--- src/smc_pkg.sv ---
/* Static memory controller package
   Access phases, bus widths and fixed timing values */
package smc_pkg;

   //------------------------------------------------------------
   // Bus widths
   //------------------------------------------------------------
   localparam int WS_W     = 8;                        // Wait-state store and count
   localparam int TIMING_W = 2;                        // OE trailing-edge setting
   localparam int BE_W     = 4;                        // Byte strobes

   // Byte enables are active low
   localparam logic [BE_W-1:0] BE_IDLE = {BE_W{1'b1}};

   //------------------------------------------------------------
   // Timing constants
   //------------------------------------------------------------
   // Count value of the final read/write cycle
   localparam logic [WS_W-1:0] WS_LAST = '0;

   //------------------------------------------------------------
   // Access phases
   //------------------------------------------------------------
   typedef enum logic [2:0]
   {
      SMC_IDLE  = 3'd0,                                // No access
      SMC_LE    = 3'd1,                                // Leading edge, address setup
      SMC_RW    = 3'd2,                                // Strobes active, wait states
      SMC_FLOAT = 3'd3                                 // Turnaround before next access
   } smc_phase_e;

endpackage

--- src/smc_ctrl_if.sv ---
/* Access control bundle
   Phase, wait count and done from the sequencer to its peer blocks */
`timescale 1ns/1ps

interface smc_ctrl_if
   import smc_pkg::*;
();

   smc_phase_e      current_phase;                     // Registered phase
   smc_phase_e      next_phase;                        // Phase after next edge
   logic [WS_W-1:0] ws_count;                          // RW cycles left after this one
   logic            smc_done;                          // Last RW cycle of the access

   // Sequencer owns every signal
   modport seq
   (
      output current_phase,
      output next_phase,
      output ws_count,
      output smc_done
   );

   // Strobe generator needs the count for the early read release
   modport strobe
   (
      input  current_phase,
      input  next_phase,
      input  ws_count,
      input  smc_done
   );

   // Latch only needs to know when an access starts and ends
   modport latch
   (
      input  current_phase,
      input  next_phase,
      input  smc_done
   );

endinterface

--- src/smc_access_seq.sv ---
/* Access sequencer
   Steps idle, leading edge, read/write and float, and counts wait states */
`timescale 1ns/1ps

module smc_access_seq
   import smc_pkg::*;
(
   input  logic            sys_clk7,                   // System clock
   input  logic            n_sys_reset7,               // Async reset, active low
   input  logic            valid_access,               // Request strobe
   input  logic [WS_W-1:0] ws_store,                   // Wait states for this access
   smc_ctrl_if.seq         ctrl                        // Phase, count and done out
);

   smc_phase_e      state_q;                           // Current phase
   smc_phase_e      state_d;                           // Next phase
   logic [WS_W-1:0] ws_cnt_q;                          // Wait-state down counter
   logic            accept;                            // Request taken this cycle
   logic            last_rw;                           // Final read/write cycle

   // Requests outside idle are dropped
   assign accept  = valid_access && (state_q == SMC_IDLE);
   assign last_rw = (state_q == SMC_RW) && (ws_cnt_q == WS_LAST);

   //------------------------------------------------------------
   // Next phase
   //------------------------------------------------------------
   always_comb
   begin
      state_d = state_q;                               // Default hold
      case (state_q)
         SMC_IDLE:
         begin
            if (accept)
            begin
               state_d = SMC_LE;
            end
         end
         SMC_LE:
         begin
            state_d = SMC_RW;                          // Leading edge is one cycle
         end
         SMC_RW:
         begin
            if (last_rw)
            begin
               state_d = SMC_FLOAT;                    // Wait states used up
            end
         end
         SMC_FLOAT:
         begin
            state_d = SMC_IDLE;
         end
         default:
         begin
            state_d = SMC_IDLE;                        // Recover from bad encoding
         end
      endcase
   end

   //------------------------------------------------------------
   // Phase register
   //------------------------------------------------------------
   always_ff @(posedge sys_clk7 or negedge n_sys_reset7)
   begin
      if (!n_sys_reset7)
      begin
         state_q <= SMC_IDLE;
      end
      else
      begin
         state_q <= state_d;
      end
   end

   //------------------------------------------------------------
   // Wait-state counter
   //------------------------------------------------------------
   // Loaded on acceptance so it also holds ws_store through LE
   // First RW cycle then sees the full count
   // Ends every access at zero
   always_ff @(posedge sys_clk7 or negedge n_sys_reset7)
   begin
      if (!n_sys_reset7)
      begin
         ws_cnt_q <= WS_LAST;
      end
      else if (accept)
      begin
         ws_cnt_q <= ws_store;                         // Sample wait states
      end
      else if ((state_q == SMC_RW) && !last_rw)
      begin
         ws_cnt_q <= ws_cnt_q - 1'b1;                  // One RW cycle spent
      end
   end

   // Drive shared control bundle
   assign ctrl.current_phase = state_q;
   assign ctrl.next_phase    = state_d;
   assign ctrl.ws_count      = ws_cnt_q;
   assign ctrl.smc_done      = last_rw;                // High through last RW cycle

endmodule

--- src/smc_access_latch.sv ---
/* Access latch
   Holds direction, chip select and byte enables for one access */
`timescale 1ns/1ps

module smc_access_latch
   import smc_pkg::*;
(
   input  logic            sys_clk7,                   // System clock
   input  logic            n_sys_reset7,               // Async reset, active low
   input  logic            valid_access,               // Request strobe
   input  logic            n_read,                     // Direction, low for read
   input  logic            cs,                         // Chip select request
   input  logic [BE_W-1:0] n_be,                       // Byte enables, active low
   smc_ctrl_if.latch       ctrl,                       // Phase and done in
   output logic            n_r_read,                   // Held direction
   output logic            r_cs,                       // Held chip select
   output logic [BE_W-1:0] n_r_be                      // Held byte enables
);

   logic accept;                                       // Same condition as sequencer

   assign accept = valid_access && (ctrl.current_phase == SMC_IDLE);

   //------------------------------------------------------------
   // Direction and byte enables
   //------------------------------------------------------------
   // Kept until the next accepted access
   always_ff @(posedge sys_clk7 or negedge n_sys_reset7)
   begin
      if (!n_sys_reset7)
      begin
         n_r_read <= 1'b1;
         n_r_be   <= BE_IDLE;
      end
      else if (accept)
      begin
         n_r_read <= n_read;
         n_r_be   <= n_be;
      end
   end

   //------------------------------------------------------------
   // Chip select
   //------------------------------------------------------------
   always_ff @(posedge sys_clk7 or negedge n_sys_reset7)
   begin
      if (!n_sys_reset7)
      begin
         r_cs <= 1'b0;
      end
      else if (accept)
      begin
         r_cs <= cs;                                   // Covers LE and RW
      end
      else if (ctrl.smc_done)
      begin
         r_cs <= 1'b0;                                 // Drop at end of done cycle
      end
   end

endmodule

--- src/smc_strobe_gen.sv ---
/* External strobe generator
   Registered read, write, bus-driver enable and busy from the next phase */
`timescale 1ns/1ps

module smc_strobe_gen
   import smc_pkg::*;
(
   input  logic                sys_clk7,               // System clock
   input  logic                n_sys_reset7,           // Async reset, active low
   input  logic [TIMING_W-1:0] oete_store,             // Read strobe early release
   smc_ctrl_if.strobe          ctrl,                   // Phase, count and done in
   input  logic                n_r_read,               // Held direction
   input  logic [BE_W-1:0]     n_r_be,                 // Held byte enables
   output logic                smc_n_rd,               // Read strobe, active low
   output logic                smc_n_ext_oe,           // Bus driver enable, active low
   output logic [BE_W-1:0]     n_r_we,                 // Per-byte write enables
   output logic                n_r_wr,                 // Write strobe, active low
   output logic                smc_busy                // Access in progress
);

   logic [WS_W-1:0] oete_ext;                          // Release setting, count width
   logic [WS_W-1:0] next_ws;                           // Count of the coming cycle
   logic            enter_rw;                          // Next cycle is read/write
   logic            first_rw;                          // Next cycle is first RW
   logic            rd_low;                            // Read strobe low next cycle
   logic            wr_low;                            // Write strobes low next cycle

   assign oete_ext = {{(WS_W-TIMING_W){1'b0}}, oete_store};
   assign enter_rw = (ctrl.next_phase == SMC_RW);
   assign first_rw = (ctrl.current_phase == SMC_LE);

   // Counter steps down once per RW cycle, holds through LE
   // No step after done since FLOAT follows
   assign next_ws = ((ctrl.current_phase == SMC_RW) && !ctrl.smc_done) ?
                    ctrl.ws_count - 1'b1 : ctrl.ws_count;

   //------------------------------------------------------------
   // Strobe decode
   //------------------------------------------------------------
   // Read released oete_store cycles before the end
   // First RW cycle is always strobed
   assign rd_low = enter_rw && !n_r_read && (first_rw || (next_ws >= oete_ext));

   // Writes hold for every RW cycle
   assign wr_low = enter_rw && n_r_read;

   //------------------------------------------------------------
   // Busy
   //------------------------------------------------------------
   always_ff @(posedge sys_clk7 or negedge n_sys_reset7)
   begin
      if (!n_sys_reset7)
      begin
         smc_busy <= 1'b0;
      end
      else
      begin
         smc_busy <= (ctrl.next_phase != SMC_IDLE);    // Tracks current_phase
      end
   end

   //------------------------------------------------------------
   // Read strobe
   //------------------------------------------------------------
   always_ff @(posedge sys_clk7 or negedge n_sys_reset7)
   begin
      if (!n_sys_reset7)
      begin
         smc_n_rd <= 1'b1;
      end
      else
      begin
         smc_n_rd <= !rd_low;
      end
   end

   //------------------------------------------------------------
   // Write strobes and bus driver enable
   //------------------------------------------------------------
   // Drivers only on while writing data out
   always_ff @(posedge sys_clk7 or negedge n_sys_reset7)
   begin
      if (!n_sys_reset7)
      begin
         n_r_we       <= BE_IDLE;
         n_r_wr       <= 1'b1;
         smc_n_ext_oe <= 1'b1;
      end
      else if (wr_low)
      begin
         n_r_we       <= n_r_be;                       // Byte lanes of this access
         n_r_wr       <= 1'b0;
         smc_n_ext_oe <= 1'b0;
      end
      else
      begin
         n_r_we       <= BE_IDLE;
         n_r_wr       <= 1'b1;
         smc_n_ext_oe <= 1'b1;
      end
   end

endmodule

--- src/smc_top.sv ---
/* Static memory controller, single chip select
   Sequencer, access latch and strobe generator on one control bundle */
`timescale 1ns/1ps

module smc_top
   import smc_pkg::*;
(
   input  logic                sys_clk7,               // System clock
   input  logic                n_sys_reset7,           // Async reset, active low
   input  logic                valid_access,           // Request strobe
   input  logic                n_read,                 // Direction, low for read
   input  logic                cs,                     // Chip select request
   input  logic [BE_W-1:0]     n_be,                   // Byte enables, active low
   input  logic [WS_W-1:0]     ws_store,               // Wait states
   input  logic [TIMING_W-1:0] oete_store,             // Read strobe early release
   output logic                smc_n_rd,               // Read strobe
   output logic                smc_n_ext_oe,           // Bus driver enable
   output logic [BE_W-1:0]     n_r_we,                 // Per-byte write enables
   output logic                n_r_wr,                 // Write strobe
   output logic                smc_busy,               // Access in progress
   output logic                r_cs,                   // Held chip select
   output logic                smc_done                // Last RW cycle
);

   logic            n_r_read;                          // Latched direction
   logic [BE_W-1:0] n_r_be;                            // Latched byte enables

   // Shared phase bundle
   smc_ctrl_if u_ctrl ();

   //------------------------------------------------------------
   // Blocks
   //------------------------------------------------------------
   smc_access_seq u_access_seq
   (
      .sys_clk7     (sys_clk7),
      .n_sys_reset7 (n_sys_reset7),
      .valid_access (valid_access),
      .ws_store     (ws_store),
      .ctrl         (u_ctrl.seq)
   );

   smc_access_latch u_access_latch
   (
      .sys_clk7     (sys_clk7),
      .n_sys_reset7 (n_sys_reset7),
      .valid_access (valid_access),
      .n_read       (n_read),
      .cs           (cs),
      .n_be         (n_be),
      .ctrl         (u_ctrl.latch),
      .n_r_read     (n_r_read),
      .r_cs         (r_cs),
      .n_r_be       (n_r_be)
   );

   smc_strobe_gen u_strobe_gen
   (
      .sys_clk7     (sys_clk7),
      .n_sys_reset7 (n_sys_reset7),
      .oete_store   (oete_store),
      .ctrl         (u_ctrl.strobe),
      .n_r_read     (n_r_read),
      .n_r_be       (n_r_be),
      .smc_n_rd     (smc_n_rd),
      .smc_n_ext_oe (smc_n_ext_oe),
      .n_r_we       (n_r_we),
      .n_r_wr       (n_r_wr),
      .smc_busy     (smc_busy)
   );

   assign smc_done = u_ctrl.smc_done;                  // Done straight from sequencer

endmodule

--- config.mk ---
export PLATFORM = sky130hd
export DESIGN_NAME = smc_top
export DESIGN_NICKNAME = d
export VERILOG_FILES = /design/src/smc_pkg.sv /design/src/smc_ctrl_if.sv /design/src/smc_access_seq.sv /design/src/smc_access_latch.sv /design/src/smc_strobe_gen.sv /design/src/smc_top.sv
export SDC_FILE = /design/constraint.sdc
export NUM_CORES = 1
export LEC_CHECK = 0
export CAP_MARGIN = 20
export CORE_MARGIN = 3
export CORE_UTILIZATION = 40
export CTS_CLUSTER_SIZE = 20
export DETAILED_ROUTE_END_ITERATION = 10
export DONT_BUFFER_PORTS = 1
export MAX_ROUTING_LAYER = met4
export PLACE_DENSITY = 0.59
export SLEW_MARGIN = 30
export SYNTH_ARGS = -nofsm -noshare
export SYNTH_HDL_FRONTEND = slang
export SYNTH_SLANG_ARGS = --single-unit
--- constraint.sdc ---
create_clock -name sys_clk7 -period 2.8 [get_ports sys_clk7]
set_input_delay 0.14 -clock sys_clk7 [delete_from_list [all_inputs] [get_ports sys_clk7]]
set_output_delay 0.14 -clock sys_clk7 [all_outputs]
set_load 0.05 [all_outputs]
==> results.json <==
{
  "power.switching_uw": 353.5,
  "grt_pass1_vias": 931,
  "grt_pass1_wl_um": 4450,
  "layout_common_cells": "nand2_1, dlygate4sd3_1, dfrtp_1, dfstp_2, nor2_1",
  "crit_path_max_fanout": 6,
  "post_drt_wl_per_cell_um": 15.74,
  "htreeDepth": 1,
  "cts.path.max_buffers": 2,
  "cp.required_ns": 3.05,
  "synth.area.top_cells": "dfrtp_1, dfstp_2, nand2_1",
  "worstPathArrival_ns": 2.78,
  "cp-start-kind": "register",
  "drtIter0Drc": 17,
  "synth_edf_count": 0,
  "rsz0062_at_grt": "false",
  "core-area_um2": 2853,
  "switching_share": 0.3489,
  "finalWirelength_um": 2818,
  "peakVddDrop_mv": 0.3487,
  "drc": 0,
  "antenna_found_initial": 0,
  "cts-buffers-inserted": 3,
  "period_share": 0.9028,
  "cts_tree": "yes",
  "dieArea_um2": 3821,
  "synth.avg_cell_area_um2": 9.660,
  "dp_hpwl_um": 1981,
  "power_mw": 1.013,
  "yosys.area.top_type": "dfrtp_1",
  "cts_sinks": 24,
  "post_cts_buffers": 0,
  "cellInternalPower_uw": 659.7,
  "layout.cells.most_common": "nand2_1",
  "n_antenna_cell": 0,
  "ys_seq_area_frac": 0.4930,
  "synth_area_um2": 1246,
  "via_per_inst": 5.419,
  "n_fill_cell": 265,
  "synth_ff_type": "dfrtp_1",
  "grtUsageTotal": 0.1633,
  "portBuffers": 0,
  "synth_fp_nets": 152,
  "initial_core_util": 0.4368,
  "hold_violations": 0,
  "power_leakage_nw": 0.6456,
  "path_class": "reg2reg",
  "final_nets": 172,
  "status": "finished, final reports clean",
  "ys_ff_latch": 24,
  "pwr-share-comb": 0.268,
  "post-route-min-period_ns": 2.528,
  "ant_nets": 0,
  "ys_types": 38,
  "pwr_density_cell_nw_per_um2": 669.8,
  "tns_ns": 0,
  "min-delay-path-class": "in2reg",
  "die_h_um": 61.82,
  "first_pass_iters": 4,
  "relSlewSlack": 0.5726,
  "synth_cells": 129,
  "vias": 970,
  "gp_congestion": 0.8803,
  "insertion_delay_ns": 0.32,
  "fin_skew_ns": 0.005595,
  "critPathCaptureType": "register",
  "pin_count": 29,
  "max_freq_mhz": 395.6,
  "setup_violations": 0,
  "slew_viol_final": 0,
  "drive_above_1_share": 0.2365,
  "synth.top_cell.area_share": 0.2610,
  "p_clk_frac": 0.216,
  "areaGrowthSynthToFinish_pct": 21.39,
  "die_width_um": 61.82,
  "yosysWarnings": 0,
  "max-cap-violations": 0,
  "clk_pin_slew_ns": 0.14,
  "synth-async-reset-ratio": 1.000,
  "grt-ovfl-total": 0,
  "pwr-share-seq": 0.516,
  "root_buffer": "clkbuf_4",
  "grt_start_max_net_pins": 25,
  "worst_pin_slew_ns": 0.6391,
  "row_count": 19
}
## flip-flops by register name, summed over array words and instances, names as in the netlist
register,flops
u_access_latch.n_r_be,4
u_access_latch.r_cs,1
u_access_latch.n_r_read,1
u_strobe_gen.smc_busy,1
u_strobe_gen.n_r_we,4
u_access_seq.ctrl.current_phase,3
u_strobe_gen.smc_n_ext_oe,1
u_access_seq.ctrl.ws_count,8
u_strobe_gen.smc_n_rd,1
## path summary, 6_finish.rpt
kind / startpoint / end / slack, ns / cells after the start
max in group asynchronous: n_sys_reset7 / u_access_latch.n_r_be[1] / 2.34 / 2
min in group asynchronous: n_sys_reset7 / u_access_seq.ctrl.ws_count[6] / 0.23 / 2
hold / removal: valid_access / u_access_latch.r_cs / 0.11 / 3
setup / recovery: u_access_seq.ctrl.ws_count[0] / u_strobe_gen.smc_n_rd / 0.27 / 11
hold reg to reg: u_access_latch.n_r_be[0] / u_access_latch.n_r_be[0] / 0.47 / 2
setup reg to reg: u_access_seq.ctrl.ws_count[0] / u_strobe_gen.smc_n_rd / 0.27 / 11
## critical path: stages (launching register included)
cell,delay [ns]
dfrtp_1,0.42
inv_1,0.08
ha_1,0.22
nor3b_2,0.18
a21oi_2,0.30
xnor2_1,0.19
ha_1,0.26
nand2b_1,0.15
a22o_1,0.20
nor4_2,0.15
nand4_1,0.14
o211ai_2,0.16
## power by group through the flow
stage,registers [mW],clock network (mW),logic [mW]
final,0.522,0.219,0.271
after global routing,0.532,0.245,0.306
after CTS,0.520,0.228,0.275
after detailed placement,0.526,0,0.243
after global placement,0.525,0,0.236
after floorplan,0.499,0,0.207
## metrics by stage
stage               instance area (um2)  instances  utilization  worst slack [ns]  hold slack (ns)
CTS                                1508        179       0.5285            0.1161           0.1073
floorplan                          1246        129            -            0.4792          -0.1556
finish                             1513        179       0.5303            0.2723           0.1130
detailed placement                 1290        159       0.4522            0.2176          -0.1549
global placement                   1290        159       0.4522            0.3188          -0.1549
global route                       1513        179       0.5303           0.07654           0.1122
## kinds of logic after synthesis
family          count (synthesis)  share of synthesized area
mux                             4                    0.03414
buf+inv                        12                    0.04619
flops                          24                     0.4930
xor+xnor                        4                    0.02812
simple gates                   57                     0.2390
compound gates                 23                     0.1165
fa+ha+maj                       4                    0.04016
other cells                     1                   0.003009
## routing by layer
| metal | track usage | up-vias | part of all wire |
|---|---|---|---|
| li1 | - | 476 | - |
| met1 | 0.2286 | 473 | 0.48 |
| met2 | 0.2511 | 21 | 0.48 |
| met3 | 0.02686 | 0 | 0.038 |
| met4 | 0.03030 | 0 | 0 |
| met5 | - | - | 0 |
## final cells by class
class / count / area [um2] / share of cell area
clock buffers: 4 / 47.55 / 0.03143
inverters: 7 / 26.28 / 0.01737
multi-input cells: 93 / 585.6 / 0.3871
flip-flops and latches: 24 / 614.3 / 0.4061
well taps: 31 / 38.79 / 0.02564
repair buffers: 20 / 200.2 / 0.1323
## cells in the mapped netlist (2+ instances only)
| library cell | instances |
|---|---|
| a31oi_1 | 2 |
| xor2_1 | 2 |
| o21ai_0 | 7 |
| dfrtp_1 | 13 |
| xnor2_1 | 2 |
| or3_1 | 3 |
| nor4_2 | 2 |
| nand2b_1 | 3 |
| a21oi_1 | 6 |
| clkbuf_1 | 2 |
| dfstp_2 | 11 |
| nor2_1 | 10 |
| nand2_1 | 25 |
| mux2i_1 | 2 |
| inv_1 | 7 |
| mux2_2 | 2 |
| or2_2 | 5 |
| ha_1 | 4 |
| nor4_1 | 2 |
## timing repair
action / in CTS / in global routing
hold buffers: 16 / 0
gates resized for setup: 0 / 1
hold endpoints to repair: 38 / 0
endpoints found under the setup margin: 0 / 1
No activity file was read; power rests on OpenSTA's default activity.
